[src/rtl/simple_sys_pkg.sv]
// Device map, register offsets and device select type
// for the simple bus-based system

`default_nettype none

package simple_sys_pkg;

  // Selected device on the shared bus
  typedef enum logic [1:0] {
    DevRam,
    DevSimCtrl,
    DevTimer,
    DevNone
  } dev_sel_e;

  // Device windows, compared under the mask
  localparam logic [31:0] RamBase     = 32'h0010_0000;
  localparam logic [31:0] RamMask     = ~32'h000F_FFFF; // 1 MB
  localparam logic [31:0] SimCtrlBase = 32'h0002_0000;
  localparam logic [31:0] SimCtrlMask = ~32'h0000_03FF; // 1 kB
  localparam logic [31:0] TimerBase   = 32'h0003_0000;
  localparam logic [31:0] TimerMask   = ~32'h0000_03FF; // 1 kB

  // Timer registers
  localparam logic [31:0] TimerMtimeLo = 32'h0000_0000;
  localparam logic [31:0] TimerMtimeHi = 32'h0000_0004;
  localparam logic [31:0] TimerCmpLo   = 32'h0000_0008;
  localparam logic [31:0] TimerCmpHi   = 32'h0000_000C;

  // Simulation control registers
  localparam logic [31:0] SimCharOffs = 32'h0000_0000;
  localparam logic [31:0] SimHaltOffs = 32'h0000_0008;

endpackage

`default_nettype wire

[src/rtl/wb_if.sv]
// Wishbone classic link with host and device modports

`timescale 1ns/1ps
`default_nettype none

interface wb_if (
  input logic clk_i
);

  // Request side, driven by the host
  logic        cyc;
  logic        stb;
  logic        we;
  logic [3:0]  sel;
  logic [31:0] adr;
  logic [31:0] dat_w;

  // Response side, driven by the device
  logic [31:0] dat_r;
  logic        ack;
  logic        err;

  modport host (
    input  clk_i,
    output cyc, stb, we, sel, adr, dat_w,
    input  dat_r, ack, err
  );

  modport device (
    input  clk_i,
    input  cyc, stb, we, sel, adr, dat_w,
    output dat_r, ack, err
  );

endinterface

`default_nettype wire

[src/rtl/timer_wb.sv]
// 64-bit time counter with prescaler and compare interrupt
// Registers are accessed as 32-bit halves with byte enables

`timescale 1ns/1ps
`default_nettype none

module timer_wb #(
  parameter int unsigned TimerPrescale = 4
) (
  input logic   clk_i,
  input logic   rst_n_i,
  wb_if.device  bus_i,
  output logic  irq_o
);

  localparam int unsigned PreW = (TimerPrescale > 1) ? $clog2(TimerPrescale) : 1;

  logic [PreW-1:0] pre_cnt_q;
  logic            tick;
  logic [63:0]     mtime_q;
  logic [63:0]     mtimecmp_q;
  logic            ack_q;
  logic            err_q;
  logic            irq_q;
  logic [31:0]     rdata_q;
  logic [31:0]     offs;
  logic [31:0]     wmask;
  logic [31:0]     reg_rd;
  logic            req;
  logic            hit;
  logic            wr;

  assign offs  = {22'd0, bus_i.adr[9:2], 2'b00};
  assign wmask = {{8{bus_i.sel[3]}}, {8{bus_i.sel[2]}}, {8{bus_i.sel[1]}}, {8{bus_i.sel[0]}}};
  assign req   = bus_i.cyc & bus_i.stb & ~ack_q & ~err_q;
  assign wr    = req & bus_i.we & hit;
  assign tick  = (pre_cnt_q == PreW'(TimerPrescale - 1));

  // Register read and offset check
  always_comb begin
    hit    = 1'b1;
    reg_rd = '0;
    case (offs)
      simple_sys_pkg::TimerMtimeLo: reg_rd = mtime_q[31:0];
      simple_sys_pkg::TimerMtimeHi: reg_rd = mtime_q[63:32];
      simple_sys_pkg::TimerCmpLo:   reg_rd = mtimecmp_q[31:0];
      simple_sys_pkg::TimerCmpHi:   reg_rd = mtimecmp_q[63:32];
      default:                      hit    = 1'b0;
    endcase
  end

  always_ff @(posedge clk_i) begin
    if (!rst_n_i) begin
      pre_cnt_q  <= '0;
      mtime_q    <= '0;
      mtimecmp_q <= '1;
      irq_q      <= 1'b0;
      ack_q      <= 1'b0;
      err_q      <= 1'b0;
    end else begin
      pre_cnt_q <= tick ? '0 : pre_cnt_q + 1'b1;
      // A write to a time half takes priority over the count
      if (wr && offs == simple_sys_pkg::TimerMtimeLo) begin
        mtime_q[31:0] <= (mtime_q[31:0] & ~wmask) | (bus_i.dat_w & wmask);
      end else if (wr && offs == simple_sys_pkg::TimerMtimeHi) begin
        mtime_q[63:32] <= (mtime_q[63:32] & ~wmask) | (bus_i.dat_w & wmask);
      end else if (tick) begin
        mtime_q <= mtime_q + 64'd1;
      end
      if (wr && offs == simple_sys_pkg::TimerCmpLo) begin
        mtimecmp_q[31:0] <= (mtimecmp_q[31:0] & ~wmask) | (bus_i.dat_w & wmask);
      end
      if (wr && offs == simple_sys_pkg::TimerCmpHi) begin
        mtimecmp_q[63:32] <= (mtimecmp_q[63:32] & ~wmask) | (bus_i.dat_w & wmask);
      end
      irq_q <= (mtime_q >= mtimecmp_q);
      ack_q <= req & hit;
      err_q <= req & ~hit;
    end
  end

  // Read data
  always_ff @(posedge clk_i) begin
    if (req && !bus_i.we) begin
      rdata_q <= reg_rd;
    end
  end

  assign bus_i.dat_r = rdata_q;
  assign bus_i.ack   = ack_q;
  assign bus_i.err   = err_q;
  assign irq_o       = irq_q;

endmodule

`default_nettype wire

[src/flat_wrapper.sv]
// flat-port wrapper written by rule: the top's interface ports become plain ports
module timer_wb_flat 
#(
  parameter int unsigned TimerPrescale = 4
)
  (clk_i, rst_n_i, irq_o, bus_i_cyc, bus_i_stb, bus_i_we, bus_i_sel, bus_i_adr, bus_i_dat_w, bus_i_dat_r, bus_i_ack, bus_i_err);
  wb_if bus_i_i (.clk_i(clk_i));
  input logic clk_i;
  input logic rst_n_i;
  output logic irq_o;
  input wire logic [$bits(bus_i_i.cyc)-1:0] bus_i_cyc;
  input wire logic [$bits(bus_i_i.stb)-1:0] bus_i_stb;
  input wire logic [$bits(bus_i_i.we)-1:0] bus_i_we;
  input wire logic [$bits(bus_i_i.sel)-1:0] bus_i_sel;
  input wire logic [$bits(bus_i_i.adr)-1:0] bus_i_adr;
  input wire logic [$bits(bus_i_i.dat_w)-1:0] bus_i_dat_w;
  output wire logic [$bits(bus_i_i.dat_r)-1:0] bus_i_dat_r;
  output wire logic [$bits(bus_i_i.ack)-1:0] bus_i_ack;
  output wire logic [$bits(bus_i_i.err)-1:0] bus_i_err;
  assign bus_i_i.cyc = bus_i_cyc;
  assign bus_i_i.stb = bus_i_stb;
  assign bus_i_i.we = bus_i_we;
  assign bus_i_i.sel = bus_i_sel;
  assign bus_i_i.adr = bus_i_adr;
  assign bus_i_i.dat_w = bus_i_dat_w;
  assign bus_i_dat_r = bus_i_i.dat_r;
  assign bus_i_ack = bus_i_i.ack;
  assign bus_i_err = bus_i_i.err;
  timer_wb #(.TimerPrescale(TimerPrescale)) u_core (.clk_i(clk_i), .rst_n_i(rst_n_i), .bus_i(bus_i_i), .irq_o(irq_o));
endmodule
[config.mk]
export PLATFORM = sky130hd
export DESIGN_NAME = timer_wb_flat
export DESIGN_NICKNAME = d
export VERILOG_FILES = /design/src/rtl/simple_sys_pkg.sv /design/src/rtl/wb_if.sv /design/src/rtl/timer_wb.sv /design/src/flat_wrapper.sv
export SDC_FILE = /design/constraint.sdc
export NUM_CORES = 1
export LEC_CHECK = 0
export BUFFER_PORTS_ARGS = -buffer_cell sky130_fd_sc_hd__buf_2
export CORE_UTILIZATION = 50
export CTS_CLUSTER_DIAMETER = 40
export DETAILED_ROUTE_END_ITERATION = 8
export PLACE_DENSITY = 0.69
export SLEW_MARGIN = 0
export SYNTH_ARGS = -nofsm -noshare
export SYNTH_HDL_FRONTEND = slang
export SYNTH_SLANG_ARGS = --single-unit
[constraint.sdc]
create_clock -name clk_i -period 5.2 [get_ports clk_i]
set_input_delay 1.56 -clock clk_i [delete_from_list [all_inputs] [get_ports clk_i]]
set_output_delay 1.56 -clock clk_i [all_outputs]
set_load 0.005 [all_outputs]
Yosys cells after proc, flatten, opt, wreduce, memory -nomap -nowiden

Index checks and enable logic that the tools add are counted.

Bits in registers: 165
Bits in latches: 0
Bits in writable memories: 0
ROM bits: 0
Input port bits: 73
Memories kept: 0

$add $sub $neg: 2
$mul: 0
Div/mod/pow operators: 0
$lt $le $gt $ge: 1
Eq/ne operators: 5
Shift operators: 0
Muxes and demuxes: 6
Bitwise operators: 22
Reduce and logical (&&, ||, !) cells: 13

Operators by type and width:

| cell                  | number |
|---|---|
| $and 32x32->32        | 5 |
| $or 32x32->32         | 4 |
| $pmux 32 s4           | 1 |
| $mux 32               | 3 |
| $add 64x1->64 const B | 1 |
| $ge 64x64->1          | 1 |
| $mux 64               | 1 |
| $logic_not 32->1      | 1 |
| $not 32->32           | 1 |
| $eq 8x2->1 const B    | 2 |
| $eq 8x1->1 const B    | 1 |
| $and 1x1->1           | 7 |
| $logic_and 1x1->1     | 5 |
| $not 1->1             | 5 |
| $reduce_and 2->1      | 2 |
| $reduce_bool 2->1     | 2 |
| $reduce_or 4->1       | 1 |
| $add 2x1->2 const B   | 1 |
| $eq 2x2->1 const B    | 1 |
| $ne 2x1->1 const B    | 1 |
| $reduce_or 2->1       | 1 |
| $logic_not 1->1       | 1 |
| $mux 1                | 1 |

Logic depth before layout (Yosys ltp)

Depth in word-level cells: 8
Depth in mapped cells: 9

Worst setup path after synthesis

OpenSTA, ideal clock, no wires.

Path type: input port to flip-flop
From: input port bus_i_adr[7]
To: register with a tool-made name
Library setup time: 0.120 ns
Arrival: 3.603 ns
Data required time: 5.080 ns
Slack: 1.478 ns
Stages on the path: 7
Buffers on the path: 3
Path through: or4_1 > o41ai_1 > buf_2 > buf_2 > buf_2 > nor3_1 > o31a_1

RTL lines:

| element         | line               | RTL |
|---|---|---|
| start, declared | flat_wrapper.sv:15 | `input wire logic [$bits(bus_i_i.adr)-1:0] bus_i_adr;` |

==> tab_implementation.tex <==
\begin{tabular}{lr}
\hline
Metric & Value \\
\hline
\multicolumn{2}{l}{\textbf{Floorplanning}} \\
Die Footprint & 0.0213 mm² \\
Vertical die dimension & roughly 150 µm \\
Starting utilization of the core area & 51.1\% \\
I/O Pins & 108 \\
Number of rows in the core area & 52 \\
Die outline width & 146 µm \\
Placeable core area & 0.0203 mm² \\
\multicolumn{2}{l}{\textbf{Cells and area}} \\
Layout overhead on the synthesized area & 11.6\% \\
Fill cell total of the finished layout & 1853 \\
Non-filler instance count after layout & $\sim$1500 \\
Share of final-layout standard cells stronger than drive strength 1 & 15.1\% \\
Area used by multi-input combinational logic & 0.00617 mm² \\
Antenna cell count & 0 \\
Count of nets after finishing & 1391 \\
Footprint of the flip-flops and latches & 0.00362 mm² \\
\multicolumn{2}{l}{\textbf{Clocking}} \\
Number of buffers inserted for hold repair after clock tree synthesis & 0 \\
Cells resized by post-CTS repair & 0 \\
CTS tree & done \\
Number of buffers added by the clock tree synthesis step & 17 \\
Clock edge transition at the registers on the reported setup and hold paths & 0.06 ns \\
Latest clock arrival within the worst-skew pair & 0.44 ns \\
Clock sink count & 165 \\
Setup Fix Bufs, Post-CTS & 0 \\
Longest Clk Path Bufs & 2 \\
Clock tree root buffer cell & sky130\_fd\_sc\_hd\_\_clkbuf\_16 \\
H-Tree Depth & 4 \\
\multicolumn{2}{l}{\textbf{Yosys}} \\
Flip-flop cell with the highest count after synthesis & sky130\_fd\_sc\_hd\_\_dfxtp\_1 \\
Post-synthesis register bit count & 165 \\
Yosys synthesis warning count & 0 \\
Synthesized netlist net count & between 1000 and 1500 \\
Number of enable-type register cells in the synthesized netlist & 32 \\
Post-synthesis area per instance & approximately 8.6 µm² \\
Library cells used by synthesis & 74 \\
Count of mapped cells out of synthesis & 1208 \\
Post-synthesis sequential area ratio & 34.9\% \\
Post-Syn Area & 0.0104 mm² \\
Post-synthesis async set-or-reset flop share & 0\% \\
\multicolumn{2}{l}{\textbf{GRT}} \\
Total global routing overflow & 0 \\
All-Layer GR Usage & a little under a third \\
Vias in the first global route & 9358 \\
Maximum number of pins on one net before global-route repair & 94 \\
Antenna violations before repair & 2 \\
Global-route wire length before repair & 52800 µm \\
\multicolumn{2}{l}{\textbf{Timing}} \\
Final count of negative-setup-slack endpoints & 0 \\
Slew at the pin closest to its max-slew limit & between 1 and 1.5 ns \\
Final Hold Slack & 0.451 ns \\
Minimum clock period after layout & 3.86 ns \\
Headroom to the max-slew limit & under 10\% \\
Final cycle utilization of the critical path & around 74\% \\
Number of pins with negative max-slew slack in the final report & 0 \\
Setup TNS & 0 ns \\
Maximum operating frequency & 259 MHz \\
Final number of hold-violating endpoints & 0 \\
Unrepaired setup endpoints after global routing & false \\
Skew final & 0.0116 ns \\
\multicolumn{2}{l}{\textbf{Route}} \\
Total via count in the routed design & between 10000 and 15000 \\
DR pass1 iterations & 8 \\
Vias per Instance & 6.59 \\
Total wire length after detailed routing & roughly 33000 µm \\
Average wire per cell in the routed design & approximately 22 µm \\
Post-route DRC & 0 \\
Iter 0 DRT Violations & 1314 \\
Final ANT Viol Nets & 0 \\
\multicolumn{2}{l}{\textbf{Worst hold path}} \\
Min-Delay Path Depth & 1 \\
Classification of the worst-slack hold path & flip-flop to flip-flop \\
\multicolumn{2}{l}{\textbf{Run}} \\
Reported max-cap violation count & 0 \\
\multicolumn{2}{l}{\textbf{Setup path}} \\
Length in cells of the worst reg-to-reg path & 6 \\
Crit-path max FO & 34 \\
Data arrival time at the worst-slack endpoint & 4.22 ns \\
Type of the worst setup path & input pin to flip-flop \\
Required time at the endpoint of the critical path & 5.56 ns \\
Setup crit end kind & flip-flop \\
Critical Path Start Type & input pin \\
\multicolumn{2}{l}{\textbf{Pwr}} \\
PnR Total Power & 2.79 mW \\
Leakage Power & 5.26 nW \\
Internal cell power & 2.09 mW \\
Switching Share & 25.2\% \\
Switching power & between 0.7 and 0.8 mW \\
Clock network power share & between 40 and 50\% \\
Proportion of power drawn by combinational gates & 7.2\% \\
Pwr/cell area & 241 mW/mm² \\
Sequential share of power & 47.4\% \\
Peak supply drop & 0.000183 V \\
\multicolumn{2}{l}{\textbf{Place}} \\
HPWL after detailed placement & 23600 µm \\
Post-Place Cells & $\sim$1500 \\
Final weighted congestion of routability-driven global placement & around 0.94 \\
Port Buf Inserts & 83 \\
\multicolumn{2}{l}{\textbf{Outcome}} \\
Run status & completed \\
\hline
\end{tabular}
[worst max-delay path: stages]
cell and delay (ns):
sky130_fd_sc_hd__buf_2 0.11, sky130_fd_sc_hd__nor4_2 0.25, sky130_fd_sc_hd__buf_4 0.33, sky130_fd_sc_hd__nand4_1 0.43
sky130_fd_sc_hd__nor3b_2 0.34, sky130_fd_sc_hd__buf_4 0.26, sky130_fd_sc_hd__and2_0 0.69, sky130_fd_sc_hd__nand2_1 0.12
sky130_fd_sc_hd__o211ai_1 0.11
[final cells by class]
cell class	count	area share, %
repair buffers	106	5.08
clock inverters	14	1.30
multi-input cells	888	53.3
well taps	270	2.92
inverters	74	2.40
clock buffers	18	3.71
flip-flops and latches	165	31.3
[power groups by stage]
stage | logic [mW] | registers, mW | clock network, mW
5_1_grt | 0.214 | 1.33 | 1.34
4_1_cts | 0.197 | 1.32 | 1.28
6_report | 0.201 | 1.33 | 1.27
2_1_floorplan | 0.114 | 1.35 | 0
3_5_place_dp | 0.197 | 1.35 | 0
3_3_place_gp | 0.196 | 1.35 | 0
[logic make-up after synthesis]
| group | share of synthesized area [%] |
|---|---|
| DFF | 34.9 |
| adders and majority gates | 7.96 |
| muxes | 7.75 |
| AOI/OAI and AO/OA | 16.6 |
| and+or+nand+nor | 26.7 |
| buffers and inverters | 5.84 |
| xor gates and xnor gates | 0.253 |
[cell usage after synthesis, types with 5 or more instances]
cell type                  count  area [µm²]
sky130_fd_sc_hd__o31a_1       13         114
sky130_fd_sc_hd__dfxtp_1     133        2660
sky130_fd_sc_hd__o211ai_1     25         188
sky130_fd_sc_hd__mux2i_1       6        60.1
sky130_fd_sc_hd__nor3_1       30         150
sky130_fd_sc_hd__nand3b_1      6        45.0
sky130_fd_sc_hd__o31ai_1       7        52.6
sky130_fd_sc_hd__and4_1        9        78.8
sky130_fd_sc_hd__ha_1         66         826
sky130_fd_sc_hd__o22ai_1       7        43.8
sky130_fd_sc_hd__o21a_1        5        37.5
sky130_fd_sc_hd__nand4_1      32         200
sky130_fd_sc_hd__and3_1       58         363
sky130_fd_sc_hd__mux4_2       32         721
sky130_fd_sc_hd__or3_1         7        43.8
sky130_fd_sc_hd__and2_1        9        56.3
sky130_fd_sc_hd__inv_1        73         274
sky130_fd_sc_hd__edfxtp_1     32         961
sky130_fd_sc_hd__buf_1        10        37.5
sky130_fd_sc_hd__a21boi_0      6        45.0
sky130_fd_sc_hd__nor2_1       38         143
sky130_fd_sc_hd__a21oi_1      60         300
sky130_fd_sc_hd__nand2b_1      7        43.8
sky130_fd_sc_hd__a21o_1        7        52.6
sky130_fd_sc_hd__a31oi_1      23         144
sky130_fd_sc_hd__a22o_1        8        70.1
sky130_fd_sc_hd__nor4_1       21         131
sky130_fd_sc_hd__nand3_1     155         776
sky130_fd_sc_hd__a22oi_1       6        45.0
sky130_fd_sc_hd__a31o_2        5        43.8
sky130_fd_sc_hd__o21ai_0      29         145
sky130_fd_sc_hd__buf_2        10        50.1
sky130_fd_sc_hd__nand2_1     132         495
sky130_fd_sc_hd__a211oi_1      8        60.1
sky130_fd_sc_hd__clkbuf_1     59         221
sky130_fd_sc_hd__a221oi_1      5        43.8
[cells in the final DEF, fill, tap and decap left out, types with 8 or more instances in the layout]
master,netlist,routed
sky130_fd_sc_hd__edfxtp_1,32,32
sky130_fd_sc_hd__a211oi_1,8,8
sky130_fd_sc_hd__ha_1,66,66
sky130_fd_sc_hd__o21ai_0,29,29
sky130_fd_sc_hd__a22o_1,8,8
sky130_fd_sc_hd__mux4_2,32,32
sky130_fd_sc_hd__o31a_1,13,13
sky130_fd_sc_hd__o211ai_1,25,25
sky130_fd_sc_hd__nor2_1,38,35
sky130_fd_sc_hd__and2_1,9,9
sky130_fd_sc_hd__a21oi_1,60,60
sky130_fd_sc_hd__a31oi_1,23,23
sky130_fd_sc_hd__nand4_1,32,32
sky130_fd_sc_hd__clkbuf_16,0,17
sky130_fd_sc_hd__buf_2,10,83
sky130_fd_sc_hd__inv_1,73,73
sky130_fd_sc_hd__nor3_1,30,29
sky130_fd_sc_hd__dfxtp_1,133,133
sky130_fd_sc_hd__and4_1,9,9
sky130_fd_sc_hd__buf_4,1,23
sky130_fd_sc_hd__nand2_1,132,132
sky130_fd_sc_hd__nand3_1,155,155
sky130_fd_sc_hd__and3_1,58,58
sky130_fd_sc_hd__nor4_1,21,20
[metrics by stage]
step | setup slack (ns) | util (%) | area [µm²]
3_5_place_dp | 0.963 | 54.2 | 11000
2_1_floorplan | 1.48 | - | 10400
5_1_grt | 1.19 | 57.0 | 11600
3_3_place_gp | 1.01 | 54.2 | 11000
6_report | 1.34 | 57.0 | 11600
4_1_cts | 1.40 | 57.0 | 11600
[final timing paths]
path / start / end / slack, ns
max reg2reg: flip-flop / flip-flop / 1.79
min reg2reg: u_core.pre_cnt_q[0]$_SDFF_PP0_ / u_core.pre_cnt_q[0]$_SDFF_PP0_ / 0.45
min: u_core.pre_cnt_q[0]$_SDFF_PP0_ / u_core.pre_cnt_q[0]$_SDFF_PP0_ / 0.45
max: bus_i_adr[9] / flip-flop / 1.34
[metal layers]
metal | track usage, % | part of all wire, % | wire (µm)
met5 | 0 | 0 | 0
met4 | 12.0 | 3.2 | 1050
met3 | 5.55 | 8.7 | 2880
met2 | 48.2 | 44 | 14700
met1 | 44.9 | 44 | 14400
No activity file was read; power rests on OpenSTA's default activity.
