## src/rtl/simple_sys_pkg.sv

```systemverilog
// Device map, register offsets and device select type
// for the simple bus-based system

`default_nettype none

package simple_sys_pkg;

  // Selected device on the shared bus
  typedef enum logic [1:0] {
    DevRam,
    DevSimCtrl,
    DevTimer,
    DevNone
  } dev_sel_e;

  // Device windows, compared under the mask
  localparam logic [31:0] RamBase     = 32'h0010_0000;
  localparam logic [31:0] RamMask     = ~32'h000F_FFFF; // 1 MB
  localparam logic [31:0] SimCtrlBase = 32'h0002_0000;
  localparam logic [31:0] SimCtrlMask = ~32'h0000_03FF; // 1 kB
  localparam logic [31:0] TimerBase   = 32'h0003_0000;
  localparam logic [31:0] TimerMask   = ~32'h0000_03FF; // 1 kB

  // Timer registers
  localparam logic [31:0] TimerMtimeLo = 32'h0000_0000;
  localparam logic [31:0] TimerMtimeHi = 32'h0000_0004;
  localparam logic [31:0] TimerCmpLo   = 32'h0000_0008;
  localparam logic [31:0] TimerCmpHi   = 32'h0000_000C;

  // Simulation control registers
  localparam logic [31:0] SimCharOffs = 32'h0000_0000;
  localparam logic [31:0] SimHaltOffs = 32'h0000_0008;

endpackage

`default_nettype wire

```

## src/rtl/wb_if.sv

```systemverilog
// Wishbone classic link with host and device modports

`timescale 1ns/1ps
`default_nettype none

interface wb_if (
  input logic clk_i
);

  // Request side, driven by the host
  logic        cyc;
  logic        stb;
  logic        we;
  logic [3:0]  sel;
  logic [31:0] adr;
  logic [31:0] dat_w;

  // Response side, driven by the device
  logic [31:0] dat_r;
  logic        ack;
  logic        err;

  modport host (
    input  clk_i,
    output cyc, stb, we, sel, adr, dat_w,
    input  dat_r, ack, err
  );

  modport device (
    input  clk_i,
    input  cyc, stb, we, sel, adr, dat_w,
    output dat_r, ack, err
  );

endinterface

`default_nettype wire

```

## src/rtl/sim_ctrl_wb.sv

```systemverilog
// Simulation control device with character output and sticky halt

`timescale 1ns/1ps
`default_nettype none

module sim_ctrl_wb (
  input logic        clk_i,
  input logic        rst_n_i,
  wb_if.device       bus_i,
  output logic       char_valid_o,
  output logic [7:0] char_o,
  output logic       halt_o
);

  logic [31:0] offs;
  logic        req;
  logic        is_char;
  logic        is_halt;
  logic        ack_q;
  logic        err_q;
  logic        halt_q;
  logic        char_valid_q;
  logic [7:0]  char_q;
  logic [31:0] rdata_q;

  assign offs    = {22'd0, bus_i.adr[9:2], 2'b00};
  assign is_char = (offs == simple_sys_pkg::SimCharOffs);
  assign is_halt = (offs == simple_sys_pkg::SimHaltOffs);
  assign req     = bus_i.cyc & bus_i.stb & ~ack_q & ~err_q;

  always_ff @(posedge clk_i) begin
    if (!rst_n_i) begin
      ack_q        <= 1'b0;
      err_q        <= 1'b0;
      halt_q       <= 1'b0;
      char_valid_q <= 1'b0;
    end else begin
      ack_q        <= req & (is_char | is_halt);
      err_q        <= req & ~(is_char | is_halt);
      // Pulse lines up with the ack of the write
      char_valid_q <= req & bus_i.we & is_char & bus_i.sel[0];
      if (req && bus_i.we && is_halt && bus_i.sel[0] && bus_i.dat_w[0]) begin
        halt_q <= 1'b1;
      end
    end
  end

  always_ff @(posedge clk_i) begin
    if (req && bus_i.we && is_char && bus_i.sel[0]) begin
      char_q <= bus_i.dat_w[7:0];
    end
    if (req && !bus_i.we) begin
      rdata_q <= is_halt ? {31'd0, halt_q} : 32'd0;
    end
  end

  assign bus_i.dat_r  = rdata_q;
  assign bus_i.ack    = ack_q;
  assign bus_i.err    = err_q;
  assign char_valid_o = char_valid_q;
  assign char_o       = char_q;
  assign halt_o       = halt_q;

endmodule

`default_nettype wire

```

## src/flat_wrapper.sv

```systemverilog
// flat-port wrapper written by rule: the top's interface ports become plain ports
module sim_ctrl_wb_flat 
  (clk_i, rst_n_i, char_valid_o, char_o, halt_o, bus_i_cyc, bus_i_stb, bus_i_we, bus_i_sel, bus_i_adr, bus_i_dat_w, bus_i_dat_r, bus_i_ack, bus_i_err);
  wb_if bus_i_i (.clk_i(clk_i));
  input logic clk_i;
  input logic rst_n_i;
  output logic char_valid_o;
  output logic [7:0] char_o;
  output logic halt_o;
  input wire logic [$bits(bus_i_i.cyc)-1:0] bus_i_cyc;
  input wire logic [$bits(bus_i_i.stb)-1:0] bus_i_stb;
  input wire logic [$bits(bus_i_i.we)-1:0] bus_i_we;
  input wire logic [$bits(bus_i_i.sel)-1:0] bus_i_sel;
  input wire logic [$bits(bus_i_i.adr)-1:0] bus_i_adr;
  input wire logic [$bits(bus_i_i.dat_w)-1:0] bus_i_dat_w;
  output wire logic [$bits(bus_i_i.dat_r)-1:0] bus_i_dat_r;
  output wire logic [$bits(bus_i_i.ack)-1:0] bus_i_ack;
  output wire logic [$bits(bus_i_i.err)-1:0] bus_i_err;
  assign bus_i_i.cyc = bus_i_cyc;
  assign bus_i_i.stb = bus_i_stb;
  assign bus_i_i.we = bus_i_we;
  assign bus_i_i.sel = bus_i_sel;
  assign bus_i_i.adr = bus_i_adr;
  assign bus_i_i.dat_w = bus_i_dat_w;
  assign bus_i_dat_r = bus_i_i.dat_r;
  assign bus_i_ack = bus_i_i.ack;
  assign bus_i_err = bus_i_i.err;
  sim_ctrl_wb u_core (.clk_i(clk_i), .rst_n_i(rst_n_i), .bus_i(bus_i_i), .char_valid_o(char_valid_o), .char_o(char_o), .halt_o(halt_o));
endmodule
```

## config.mk

```make
export PLATFORM = sky130hd
export DESIGN_NAME = sim_ctrl_wb_flat
export DESIGN_NICKNAME = d
export VERILOG_FILES = /design/src/rtl/simple_sys_pkg.sv /design/src/rtl/wb_if.sv /design/src/rtl/sim_ctrl_wb.sv /design/src/flat_wrapper.sv
export SDC_FILE = /design/constraint.sdc
export NUM_CORES = 1
export LEC_CHECK = 0
export ABC_AREA = 1
export BUFFER_PORTS_ARGS = -buffer_cell sky130_fd_sc_hd__buf_2
export CAP_MARGIN = 25
export CELL_PAD_IN_SITES_DETAIL_PLACEMENT = 0
export CELL_PAD_IN_SITES_GLOBAL_PLACEMENT = 1
export CORE_MARGIN = 2
export CORE_UTILIZATION = 18
export CTS_CLUSTER_DIAMETER = 150
export CTS_CLUSTER_SIZE = 16
export DETAILED_ROUTE_END_ITERATION = 10
export PLACE_DENSITY_LB_ADDON = 0.1
export SLEW_MARGIN = 20
export SYNTH_ARGS = -nofsm -noshare
export SYNTH_HDL_FRONTEND = slang
export SYNTH_SLANG_ARGS = --single-unit
```

## constraint.sdc

```tcl
create_clock -name clk_i -period 3.9 [get_ports clk_i]
set_input_delay 0.39 -clock clk_i [delete_from_list [all_inputs] [get_ports clk_i]]
set_output_delay 0.39 -clock clk_i [all_outputs]
set_load 0.1 [all_outputs]
```

After elaboration in Yosys (flattened, before gate mapping)
Index checks and enable logic that the tools add are counted.
{"block": "totals", "inputBits": 73, "out_inout_bits": 44, "elab_cells": 29, "romBits": 0, "ramBits": 0, "reg_bits": 44, "mem_count": 0, "latchBits": 0}
{"block": "classes", "n_mux": 0, "addsub": 0, "shift": 0, "reduce_logical": 9, "order_cmp": 0, "mul": 0, "n_bitwise": 12, "n_eq_ne": 1, "div_mod_pow": 0}
{"operator": "$logic_not 32->1", "n": 1}
{"operator": "$and 1x1->1", "n": 8}
{"operator": "$eq 8x2->1 const B", "n": 1}
{"operator": "$logic_and 1x1->1", "n": 7}
{"operator": "$not 1->1", "n": 3}
{"operator": "$logic_not 1->1", "n": 1}
{"operator": "$or 1x1->1", "n": 1}

Depth between registers and ports, before layout
Gate-level depths: netlist (run 1).
{"block": "depth", "depth_word": 7, "mapped_depth": 6, "depth_no_buf": 6}

Worst setup path after synthesis (run 1)
OpenSTA, ideal clock, no wires.
{"block": "synth_timing", "path_kind": "flip-flop to flip-flop", "start": "register u_core.ack_q (netlist: u_core.bus_i.ack)", "end": "register u_core.char_q[0] (netlist: u_core.char_o[0]), enable pin", "required_ns": 3.517, "n_path_buf": 0, "setup_ns": 0.383, "arrival_time_ns": 1.638, "slack_ns": 1.879, "path_stages_with_launch": 4, "synth_period_minus_slack_ns": 2.021, "path_cell_list": "dfxtp_1 -> nor2_2 -> nand2_2 -> nor3_1"}
{"block": "synth_between", "elab_chain_cells": 6}
{"element": "start: declaration", "line_no": "sim_ctrl_wb.sv:19", "text": "logic ack_q;"}
{"element": "start signal: assignment", "line_no": "sim_ctrl_wb.sv:38", "text": "ack_q <= req & (is_char | is_halt);"}
{"element": "$not 1->1", "line_no": "sim_ctrl_wb.sv:29", "text": "assign req = bus_i.cyc & bus_i.stb & ~ack_q & ~err_q;"}
{"element": "$and 1x1->1 (2 in a row)", "line_no": "sim_ctrl_wb.sv:29"}
{"element": "$logic_and 1x1->1 (3 in a row)", "line_no": "sim_ctrl_wb.sv:49", "text": "if (req && bus_i.we && is_char && bus_i.sel[0]) begin"}
{"element": "end signal: assignment", "line_no": "sim_ctrl_wb.sv:50", "text": "char_q <= bus_i.dat_w[7:0];"}
{"element": "end: declaration", "line_no": "sim_ctrl_wb.sv:23", "text": "logic [7:0] char_q;"}
Every way passes these cells.
A chain may end at the register's enable or synchronous reset.

Worst setup path in the final report (run 1)
{"block": "layout_timing", "start": "input bus_i_adr[5]", "end": "register u_core.char_q[7] (netlist: u_core.char_o[7]), enable pin"}
{"block": "layout_between", "elab_chain_cells": 3}
{"element": "start: declaration", "line_no": "flat_wrapper.sv:14", "text": "input wire logic [$bits(bus_i_i.adr)-1:0] bus_i_adr;"}
{"element": "$logic_not 32->1", "line_no": "sim_ctrl_wb.sv:27", "text": "assign is_char = (offs == simple_sys_pkg::SimCharOffs);"}
{"element": "$logic_and 1x1->1 (2 in a row)", "line_no": "sim_ctrl_wb.sv:49"}
Every way passes these cells.

==> results of run 1 <==
[per-layer routing]
metal | track usage, % | vias up | wire (um)
li1 | - | 254 | -
met3 | 1.97 | 0 | 215
met4 | 3.00 | 0 | 0
met2 | 10.5 | 33 | 753
met5 | 0 | - | 0
met1 | 5.32 | 198 | 470
[registers in the layout, indices dropped and copies added (netlist names)]
name / flops
u_core.halt_o: 1
u_core.bus_i.ack: 1
u_core.bus_i.dat_r: 1
u_core.bus_i.err: 1
u_core.char_o: 8
u_core.char_valid_o: 1
[layout make-up]
type	count	area, sq um	share of cell area [%]
Sequential cell	13	350	38.5
Tap cell	50	62.6	6.87
Clock buffer	4	45.0	4.95
Multi-Input combinational cell	57	259	28.4
Timing Repair Buffer	35	175	19.2
Inverter	5	18.8	2.06
[logic make-up after synthesis]
logic type,Yosys count
buffers and inverters,36
and+or+nand+nor,25
DFF,13
AOI/OAI and AO/OA,1
other,1
[power by group through the flow]
stage | combinational [mW] | clock, mW | sequential, mW
after floorplan | 0.160 | 0 | 0.156
after global routing | 0.160 | 0.127 | 0.148
after detailed placement | 0.154 | 0 | 0.151
after CTS | 0.154 | 0.121 | 0.148
after global placement | 0.154 | 0 | 0.151
final | 0.155 | 0.115 | 0.148
[worst paths after layout]
kind	endpoint	cells past startpoint
max	u_core.char_o[7]$_DFFE_PP_	5
min	u_core.char_o[3]$_DFFE_PP_	1
max reg2reg	u_core.char_o[7]$_DFFE_PP_	4
min reg2reg	u_core.halt_o$_SDFFE_PN0P_	2
[placed cells by master (no fill, tap or decap)]
master                     synthesis  routed
sky130_fd_sc_hd__nor3b_2           1       1
sky130_fd_sc_hd__conb_1            1      31
sky130_fd_sc_hd__buf_2             0      35
sky130_fd_sc_hd__nand3_1           1       1
sky130_fd_sc_hd__nor2_1            7       7
sky130_fd_sc_hd__nand2_2           2       2
sky130_fd_sc_hd__a21oi_2           1       1
sky130_fd_sc_hd__nor2_2            5       5
sky130_fd_sc_hd__nor3_1            3       3
sky130_fd_sc_hd__clkbuf_8          0       3
sky130_fd_sc_hd__nand3_2           1       1
sky130_fd_sc_hd__nand2_1           4       4
sky130_fd_sc_hd__dfxtp_1           4       4
sky130_fd_sc_hd__inv_1             5       5
sky130_fd_sc_hd__clkbuf_1          0       1
sky130_fd_sc_hd__nand4_1           1       1
sky130_fd_sc_hd__edfxtp_1          9       9
[through the flow]
stage          utilization [%]  cell area, sq um  setup slack [ns]  power, mW  std cells
3_3_place_gp              21.5               861              1.77      0.305        159
3_5_place_dp              21.6               866              1.89      0.305        160
2_1_floorplan                -               861              1.88      0.316        106
4_1_cts                   22.8               911              2.14      0.424        164
6_report                  22.8               911              2.19      0.418        164
5_1_grt                   22.8               911              1.97      0.435        164
==> metrics.log, run 1 <==
INFO  metric synth.ff_latch_count = 13
INFO  metric synth_cell_type_count = 15
INFO  metric routed_len_inst = 8.77 um
INFO  metric post_synth_most_frequent_cells = 31 x sky130_fd_sc_hd__buf_4, 9 x sky130_fd_sc_hd__edfxtp_1, 7 x sky130_fd_sc_hd__nor2_1
INFO  metric cts.repair_timing.setup_buffer_count = 0
INFO  metric io_pins = 117
INFO  metric die_area = 4690 sq um
INFO  metric timing.final.hold_violations = 0
INFO  metric timing.hold.ws = 0.330 ns
INFO  metric clock-root-buffer = sky130_fd_sc_hd__clkbuf_8
INFO  metric setup.worst_path.end_class = flop
INFO  metric fin_crit_sh = 43.9%
INFO  metric remaining_drc_errors = 0
INFO  metric initial_utilization = 18.7%
INFO  metric yosys.cell_count.top_type = sky130_fd_sc_hd__buf_4
INFO  metric cp.buffers_inverters = 2
INFO  metric synth_area = 748 sq um
INFO  metric category_of_the_worst_setup_path_launch_point = input pin
INFO  metric clock_power_share = 27.6%
INFO  metric core.rowCount = 23
INFO  metric gp_congestion = 0.589
INFO  metric clkSlewWorstSetupHoldPaths = 0.05 ns
INFO  metric synth.area.mux_share = 0%
INFO  metric grt_util_all_layers = 5.62%
INFO  metric grt_first_pass_wirelength = 1.90 mm
INFO  metric power_frac_seq = 35.5%
INFO  metric post_synth.cell_area_avg = 9.84 sq um
INFO  metric result_of_the_run = finished, final reports clean
INFO  metric min-delay-start = bus_i_dat_w[3]
INFO  metric max-slew-margin-rel = 53.9%
INFO  metric detailedRoute.firstPassIterationCount = 3
INFO  metric hpwlAfterDp = 1.32 mm
INFO  metric drt_iter0_markers = 10
INFO  metric rsz0062_at_grt = false
INFO  metric worst_path_largest_cell_delay = 0.57 ns
INFO  metric synth_warnings = 0
INFO  metric post-route-min-period = 1.71 ns
INFO  metric synth_cells = 76
INFO  metric antenna_found_initial = 0
INFO  metric area_growth = 21.7%
INFO  metric vdd.ir_drop.worst = 0.104 mV
INFO  metric synth-simple-area-share = 17.9%
INFO  metric numClockSinks = 13
INFO  metric critPathRequiredTime = 3.85 ns
INFO  metric sw_frac_of_total = 44.9%
INFO  metric synth_enable_flop_cells = 9
INFO  metric core_region_area = 4000 sq um
INFO  metric hold_class = in2reg
INFO  metric critPathMaxFanout = 5
INFO  metric die_y = 68.5 um
INFO  metric main_combinational_cell_family_by_area_after_synthesis = buffers and inverters
INFO  metric clock_skew = 0.00310 ns
INFO  metric worst_path_cell_chain = buf_2 > nor2_1 > nand4_1 > nor3_1 > buf_2
INFO  metric power.leakage = 0.441 nW
INFO  metric yosysSeqAreaShare = 46.8%
INFO  metric finalNetCount = 188
INFO  metric postCtsHoldBufs = 0
INFO  metric route.antenna.remaining_nets = 0
INFO  metric fillers = 456
INFO  metric antenna_cells = 0
INFO  metric port_buffers = 34
INFO  metric worst_r2r_startpoint = u_core.bus_i.ack$_SDFF_PN0_
INFO  metric clockBufferDepth = 2
INFO  metric power.net_switching = 188 uW
INFO  metric synth.top_cell.area_share = 36.1%
INFO  metric grt_overflow_total = 0
INFO  metric tritoncts.num_buffers = 3
INFO  metric detail_route.vias_per_cell = 2.96
INFO  metric worstMarginPinSlew = 0.686 ns
INFO  metric most_frequent_cell_on_the_critical_path = sky130_fd_sc_hd__buf_2
INFO  metric worst_path_dominant_cell_family = simple AND/OR/NAND/NOR gates
INFO  metric timing_worst_setup_path_type = in2reg
INFO  metric arrival_time_of_the_worst_setup_path = 1.66 ns
INFO  metric cts_resized = 0
INFO  metric synth_adder_area_share = 0%
INFO  metric final_layout_size_suffix_gt1_share = 42.1%
INFO  metric synth_xor_xnor_area_share = 0%
INFO  metric pwr_cell_area = 459 nW/um^2
INFO  metric fin_tns_setup = 0 ns
INFO  metric clock_tree.htree_level_count = 1
INFO  metric number_of_max_cap_violations = 0
INFO  metric crit_path_top_delay_cell = sky130_fd_sc_hd__nor3_1
INFO  metric yosys_most_used_dff = sky130_fd_sc_hd__edfxtp_1
INFO  metric die_w = 68.5 um
INFO  metric synth_largest_area_cell = sky130_fd_sc_hd__edfxtp_1
INFO  metric via_count_of_the_first_global_routing_pass = 453
INFO  metric via_count = 485
INFO  metric wl = 1.44 mm
INFO  metric power_frac_comb = 37.0%
INFO  metric power.internal = 230 uW
INFO  metric clock_tree_from_tritoncts = yes
INFO  metric max_freq = 0.584 GHz
INFO  metric crit_path_start = bus_i_adr[5]
INFO  metric finalSetupViolCount = 0
INFO  metric maxSlewViolCount = 0
INFO  metric synth_top_cells_by_area = sky130_fd_sc_hd__edfxtp_1 36%, sky130_fd_sc_hd__buf_4 31%, sky130_fd_sc_hd__dfxtp_1 11%, sky130_fd_sc_hd__nor2_2 4.2%, sky130_fd_sc_hd__nor2_1 3.5%
INFO  metric area_fraction_in_compound_gates_after_synthesis = 1.17%
INFO  metric ys_async_sr_fraction = 0%
INFO  metric grt_max_degree = 8
INFO  metric worst_reg2reg_setup_slack = 2.22 ns
INFO  metric clk-insertion-delay-late = 0.24 ns
Power figures use the tool's default switching activity.
==> run 2: changes to the inputs <==
--- a/config.mk
+++ b/config.mk
@@ -11,7 +11,7 @@
 export CELL_PAD_IN_SITES_DETAIL_PLACEMENT = 0
 export CELL_PAD_IN_SITES_GLOBAL_PLACEMENT = 1
 export CORE_MARGIN = 2
-export CORE_UTILIZATION = 18
+export CORE_UTILIZATION = 17
 export CTS_CLUSTER_DIAMETER = 150
 export CTS_CLUSTER_SIZE = 16
 export DETAILED_ROUTE_END_ITERATION = 10
==> constraint.sdc (replaced) <==
create_clock -name clk_i -period 1.6 [get_ports clk_i]
set_input_delay 0.16 -clock clk_i [delete_from_list [all_inputs] [get_ports clk_i]]
set_output_delay 0.16 -clock clk_i [all_outputs]
set_load 0.1 [all_outputs]
==> metrics.log, run 2 (same netlist as run 1, synthesis figures left out) <==
INFO  metric result_of_the_run = finished, final reports clean
INFO  metric multiInputGateArea = 264 sq um
INFO  metric clockBufferDepth = 2
INFO  metric critPathMaxFanout = 8
INFO  metric tritoncts.num_buffers = 3
INFO  metric pwr_cell_area = 1110 nW/um^2
INFO  metric clk-insertion-delay-late = 0.24 ns
INFO  metric clock_skew = 0.00172 ns
INFO  metric maxSlewViolCount = 0
INFO  metric area.sequential = 353 sq um
INFO  metric antenna_found_initial = 0
INFO  metric worst_reg2reg_setup_slack = 0.41 ns
INFO  metric detailedRoute.firstPassIterationCount = 2
INFO  metric antenna_cells = 0
INFO  metric grt_max_degree = 9
INFO  metric detail_route.vias_per_cell = 3.01
INFO  metric fillers = 498
INFO  metric top_usage_layer = met2
INFO  metric pre_cts_slack = 0.349 ns
INFO  metric gp_congestion = 0.692
INFO  metric hpwlAfterDp = 1.31 mm
INFO  metric grt_overflow_total = 0
INFO  metric category_of_the_worst_setup_path_launch_point = flop
INFO  metric drt_iter0_markers = 5
INFO  metric timing_worst_setup_path_type = reg2reg
INFO  metric design_area = 923 sq um
INFO  metric crit_path_start = u_core.bus_i.ack$_SDFF_PN0_
INFO  metric final_layout_size_suffix_gt1_share = 44.7%
INFO  metric core_region_area = 4290 sq um
INFO  metric core.rowCount = 24
INFO  metric largest_reg_flops = 8
INFO  metric via_count = 500
INFO  metric vdd.ir_drop.worst = 0.259 mV
INFO  metric clkSlewWorstSetupHoldPaths = 0.05 ns
INFO  metric dpl_cell_area = 878 sq um
INFO  metric io_pins = 117
INFO  metric finalNetCount = 188
INFO  metric cts.repair_timing.setup_buffer_count = 0
INFO  metric initial_utilization = 17.4%
INFO  metric fin_tns_setup = 0 ns
INFO  metric remaining_drc_errors = 0
INFO  metric worst_r2r_startpoint = u_core.bus_i.ack$_SDFF_PN0_
INFO  metric timing.final.hold_violations = 0
INFO  metric die_w = 70.3 um
INFO  metric die_area = 4950 sq um
INFO  metric numClockSinks = 13
INFO  metric route.antenna.remaining_nets = 0
INFO  metric number_of_max_cap_violations = 0
INFO  metric fin_crit_sh = 74.2%
INFO  metric groute.layer.met2.usage = 8.70%
INFO  metric grt_first_pass_wirelength = 2.04 mm
INFO  metric cts_resized = 0
INFO  metric finalSetupViolCount = 0
INFO  metric rsz0062_at_grt = false
INFO  metric total_power = 1.02 mW
INFO  metric die_y = 70.3 um
INFO  metric post-route-min-period = 1.19 ns
INFO  metric clock_tree.htree_level_count = 1
INFO  metric min-delay-start = bus_i_dat_w[4]
INFO  metric grt_util_all_layers = 5.21%
INFO  metric hold_class = in2reg
INFO  metric grt.met3_usage = 1.88%
INFO  metric clock_tree_from_tritoncts = yes
INFO  metric final_cell_mix = 34 x sky130_fd_sc_hd__buf_2, 31 x sky130_fd_sc_hd__conb_1, 9 x sky130_fd_sc_hd__edfxtp_1
INFO  metric postCtsHoldBufs = 0
INFO  metric routed_len_inst = 8.55 um
INFO  metric wl = 1.42 mm
INFO  metric clock-root-buffer = sky130_fd_sc_hd__clkbuf_8
INFO  metric global_route.usage.met1 = 5.81%
INFO  metric max_freq = 0.843 GHz
INFO  metric via_count_of_the_first_global_routing_pass = 472
INFO  metric power.leakage = 0.442 nW
INFO  metric setup.worst_path.end_class = flop
INFO  metric port_buffers = 34
INFO  metric arrival_time_of_the_worst_setup_path = 1.13 ns
INFO  metric final.setup.worst_slack = 0.414 ns
INFO  metric layout_commonest_cell = sky130_fd_sc_hd__buf_2
INFO  metric area_growth = 23.4%
INFO  metric critPathRequiredTime = 1.54 ns
==> run 2: critical path, cell delays in order, from the launching register on <==
cell and delay [ns]:
sky130_fd_sc_hd__dfxtp_2 0.32, sky130_fd_sc_hd__nor2_2 0.13, sky130_fd_sc_hd__nand2_2 0.09, sky130_fd_sc_hd__nor3_2 0.17, sky130_fd_sc_hd__buf_4 0.19
==> run 2: final cells by class <==
cell class                 instances  area share [%]
inverter                           5            2.03
multi-input combinational         57            28.6
timing repair buffer              35            19.2
sequential                        13            38.2
tap                               52            7.05
clock buffer                       4            4.88
==> run 2: path summary, 6_finish.rpt <==
check / endpoint / depth (start not counted)
setup / recovery: u_core.char_o[4]$_DFFE_PP_ / 4
hold / removal: u_core.char_o[4]$_DFFE_PP_ / 1
setup reg to reg: u_core.char_o[4]$_DFFE_PP_ / 4
hold reg to reg: u_core.halt_o$_SDFFE_PN0P_ / 2
==> run 2: per-stage QoR <==
| step | std cells | util, % | hold WS, ns |
|---|---|---|---|
| 2_1_floorplan | 106 | - | 0.259 |
| 3_3_place_gp | 162 | 20.5 | 0.338 |
| 3_5_place_dp | 162 | 20.5 | 0.338 |
| 4_1_cts | 166 | 21.5 | 0.0890 |
| 5_1_grt | 166 | 21.5 | 0.0923 |
| 6_report | 166 | 21.5 | 0.0985 |
==> run 2: power by group <==
part | leakage, nW | internal, mW | switching (mW)
combinational | 0.305 | 0.0255 | 0.352
clock | 0.0228 | 0.175 | 0.108
sequential | 0.115 | 0.361 | 0.000691
total | 0.442 | 0.562 | 0.461
==> run 2: layer usage <==
layer	up-vias	routed length (um)
li1	253	-
met5	-	0
met1	212	528
met3	0	176
met2	35	714
met4	0	0
==> run 3: changes to the inputs <==
--- a/config.mk
+++ b/config.mk
@@ -5,13 +5,13 @@
 export SDC_FILE = /design/constraint.sdc
 export NUM_CORES = 1
 export LEC_CHECK = 0
-export ABC_AREA = 1
+export ABC_AREA = 0
 export BUFFER_PORTS_ARGS = -buffer_cell sky130_fd_sc_hd__buf_2
 export CAP_MARGIN = 25
 export CELL_PAD_IN_SITES_DETAIL_PLACEMENT = 0
 export CELL_PAD_IN_SITES_GLOBAL_PLACEMENT = 1
 export CORE_MARGIN = 2
-export CORE_UTILIZATION = 17
+export CORE_UTILIZATION = 16
 export CTS_CLUSTER_DIAMETER = 150
 export CTS_CLUSTER_SIZE = 16
 export DETAILED_ROUTE_END_ITERATION = 10
==> constraint.sdc (replaced) <==
create_clock -name clk_i -period 1.2 [get_ports clk_i]
set_input_delay 0.12 -clock clk_i [delete_from_list [all_inputs] [get_ports clk_i]]
set_output_delay 0.12 -clock clk_i [all_outputs]
set_load 0.1 [all_outputs]
==> metrics.log, run 3 <==
INFO  metric die_w = 69.9 um
INFO  metric crit_path_top_delay_cell = sky130_fd_sc_hd__and4bb_2
INFO  metric power.leakage = 0.481 nW
INFO  metric route.antenna.remaining_nets = 0
INFO  metric rr_worst_depth = 4
INFO  metric timing.hold.ws = 0.0582 ns
INFO  metric drt_iter0_markers = 12
INFO  metric core_region_area = 4090 sq um
INFO  metric ys_async_sr_fraction = 0%
INFO  metric final_cell_mix = 31 x sky130_fd_sc_hd__conb_1, 31 x sky130_fd_sc_hd__buf_2, 9 x sky130_fd_sc_hd__edfxtp_1
INFO  metric synth.top_cell.area_share = 38.9%
INFO  metric synth_cells = 62
INFO  metric result_of_the_run = finished, violations left
INFO  metric grt_first_pass_wirelength = 2.11 mm
INFO  metric finalSetupViolCount = 11
INFO  metric synth.ff_latch_count = 13
INFO  metric synth_top_cells_by_area = sky130_fd_sc_hd__edfxtp_1 39%, sky130_fd_sc_hd__buf_4 34%, sky130_fd_sc_hd__dfxtp_1 12%, sky130_fd_sc_hd__nor4_4 3.1%, sky130_fd_sc_hd__and4bb_2 1.8%
INFO  metric core.rowCount = 23
INFO  metric fin_cells = 159
INFO  metric maxSlewViolCount = 0
INFO  metric timing_worst_setup_path_type = reg2reg
INFO  metric post_synth.cell_area_avg = 11.2 sq um
INFO  metric clockBufferDepth = 2
INFO  metric worst_path_cell_chain = and4bb_2 > nand3_4 > nor3_4 > buf_6
INFO  metric io_pins = 117
INFO  metric finalNetCount = 183
INFO  metric synth_largest_area_cell = sky130_fd_sc_hd__edfxtp_1
INFO  metric worst_path_largest_cell_delay = 0.34 ns
INFO  metric area_growth = 52.1%
INFO  metric worst_path_dominant_cell_family = simple AND/OR/NAND/NOR gates
INFO  metric final_layout_size_suffix_gt1_share = 53.2%
INFO  metric placed_cells_incl_taps = 153
INFO  metric r2r_end = u_core.char_o[1]$_DFFE_PP_
INFO  metric die_area = 4880 sq um
INFO  metric clock_skew = 0.00433 ns
INFO  metric synth_cell_type_count = 16
INFO  metric antenna_cells = 0
INFO  metric worst_reg2reg_setup_slack = -0.13 ns
INFO  metric synth_area = 694 sq um
INFO  metric yosys.cell_count.top_type = sky130_fd_sc_hd__buf_4
INFO  metric max_freq = 0.752 GHz
INFO  metric antenna_found_initial = 0
INFO  metric failed_checks = setup timing
INFO  metric detailedRoute.firstPassIterationCount = 2
INFO  metric port_buffers = 34
INFO  metric post_synth_most_frequent_cells = 31 x sky130_fd_sc_hd__buf_4, 9 x sky130_fd_sc_hd__edfxtp_1, 4 x sky130_fd_sc_hd__dfxtp_1
INFO  metric clock_tree_from_tritoncts = yes
INFO  metric postCtsHoldBufs = 0
INFO  metric category_of_the_worst_setup_path_launch_point = flop
INFO  metric fin_util = 25.8%
INFO  metric setup.worst_path.end_class = flop
INFO  metric rsz0062_at_grt = true
INFO  metric remaining_drc_errors = 0
INFO  metric yosys_most_used_dff = sky130_fd_sc_hd__edfxtp_1
INFO  metric timing.final.hold_violations = 0
INFO  metric clock_tree.htree_level_count = 1
INFO  metric wl = 1.42 mm
INFO  metric arrival_time_of_the_worst_setup_path = 1.28 ns
INFO  metric worst-path-stages = 4
INFO  metric worst_r2r_startpoint = u_core.bus_i.ack$_SDFF_PN0_
INFO  metric die_y = 69.9 um
INFO  metric grt_util_all_layers = 5.59%
INFO  metric crit_path_start = u_core.bus_i.ack$_SDFF_PN0_
INFO  metric post-route-min-period = 1.33 ns
INFO  metric grt_max_degree = 8
INFO  metric numClockSinks = 13
INFO  metric number_of_max_cap_violations = 0
INFO  metric final.setup.worst_slack = -0.129 ns
INFO  metric initial_utilization = 17.0%
INFO  metric hold_class = in2reg
INFO  metric clock-root-buffer = sky130_fd_sc_hd__clkbuf_8
INFO  metric fillers = 449
INFO  metric cp.buffers_inverters = 1
INFO  metric via_count_of_the_first_global_routing_pass = 480
INFO  metric pwr_cell_area = 1300 nW/um^2
INFO  metric synth_enable_flop_cells = 9
INFO  metric detail_route.vias_per_cell = 3.13
INFO  metric grt_overflow_total = 0
INFO  metric critPathRequiredTime = 1.15 ns
INFO  metric clk-insertion-delay-late = 0.24 ns
INFO  metric yosysSeqAreaShare = 50.5%
INFO  metric fin_crit_sh = 111%
INFO  metric routed_len_inst = 8.92 um
INFO  metric clkSlewWorstSetupHoldPaths = 0.05 ns
INFO  metric gp_congestion = 0.694
INFO  metric fin_tns_setup = -1.20 ns
INFO  metric vdd.ir_drop.worst = 0.306 mV
INFO  metric largest_reg_flops = 8
INFO  metric endpoint = u_core.char_o[1]$_DFFE_PP_
INFO  metric tritoncts.num_buffers = 3
INFO  metric synth_warnings = 0
INFO  metric critPathMaxFanout = 4
INFO  metric via_count = 497
-- run 3: cell types whose count changed after synthesis, sizes merged, moves of 2 or more --
cell / previous run / this run
nand2: 6 / 4
nor2: 12 / 2
inv: 5 / 1
nor4: 0 / 2
-- run 3: power breakdown --
part	total [mW]	switching (mW)	leakage, nW	internal [mW]
Sequential	0.479	0.000723	0.115	0.478
Combinational	0.527	0.477	0.344	0.0505
Clock	0.372	0.139	0.0228	0.233
-- run 3: timing repair --
action,CTS,global route
hold endpoints to repair,0,0
setup endpoints to repair,8,11
pin swaps,2,1
resized for setup,3,8
buffers inserted,1,2
-- run 3: layout make-up --
class	count	area, sq um	share of cell area (%)
clock buffer	4	45.0	4.27
inverter	1	3.75	0.355
multi-input combinational	47	280	26.5
sequential	13	359	34.0
tap	50	62.6	5.92
timing repair buffer	44	305	28.9
-- run 3: kinds of logic after synthesis --
logic type             after synthesis  share of synthesized area [%]
AOI/OAI and AO/OA                    2                           1.80
buffers and inverters               32                           34.1
DFF                                 13                           50.5
other                                1                          0.540
and+or+nand+nor                     14                           13.2
-- run 3: worst min-delay path by stage --
stage | from | to | slack, ns | cells after the start
2_1_floorplan | bus_i_adr[3] | u_core.char_valid_o$_SDFF_PN0_ | 0.20 | 1
3_3_place_gp | bus_i_dat_w[4] | u_core.char_o[4]$_DFFE_PP_ | 0.31 | 1
3_5_place_dp | bus_i_dat_w[4] | u_core.char_o[4]$_DFFE_PP_ | 0.30 | 1
4_1_cts | bus_i_dat_w[4] | u_core.char_o[4]$_DFFE_PP_ | 0.05 | 1
5_1_grt | bus_i_dat_w[4] | u_core.char_o[4]$_DFFE_PP_ | 0.05 | 1
6_report | bus_i_dat_w[4] | u_core.char_o[4]$_DFFE_PP_ | 0.06 | 1
-- run 3: per-stage QoR --
step | cell area (sq um) | total power [mW] | worst slack, ns
finish | 1060 | 1.38 | -0.129
global route | 1060 | 1.44 | -0.179
CTS | 1000 | 1.39 | -0.141
detailed placement | 937 | 0.999 | -0.196
global placement | 937 | 1.00 | -0.165
floorplan | 832 | 1.02 | -0.363
-- run 3: per-layer routing --
metal  GRT usage, %  routed length, um  vias to the layer above
met5              0                  0                        -
met4           2.56                  0                        0
met3           2.60                209                        0
met2           9.74                727                       40
met1           5.66                481                      219
li1               -                  -                      238
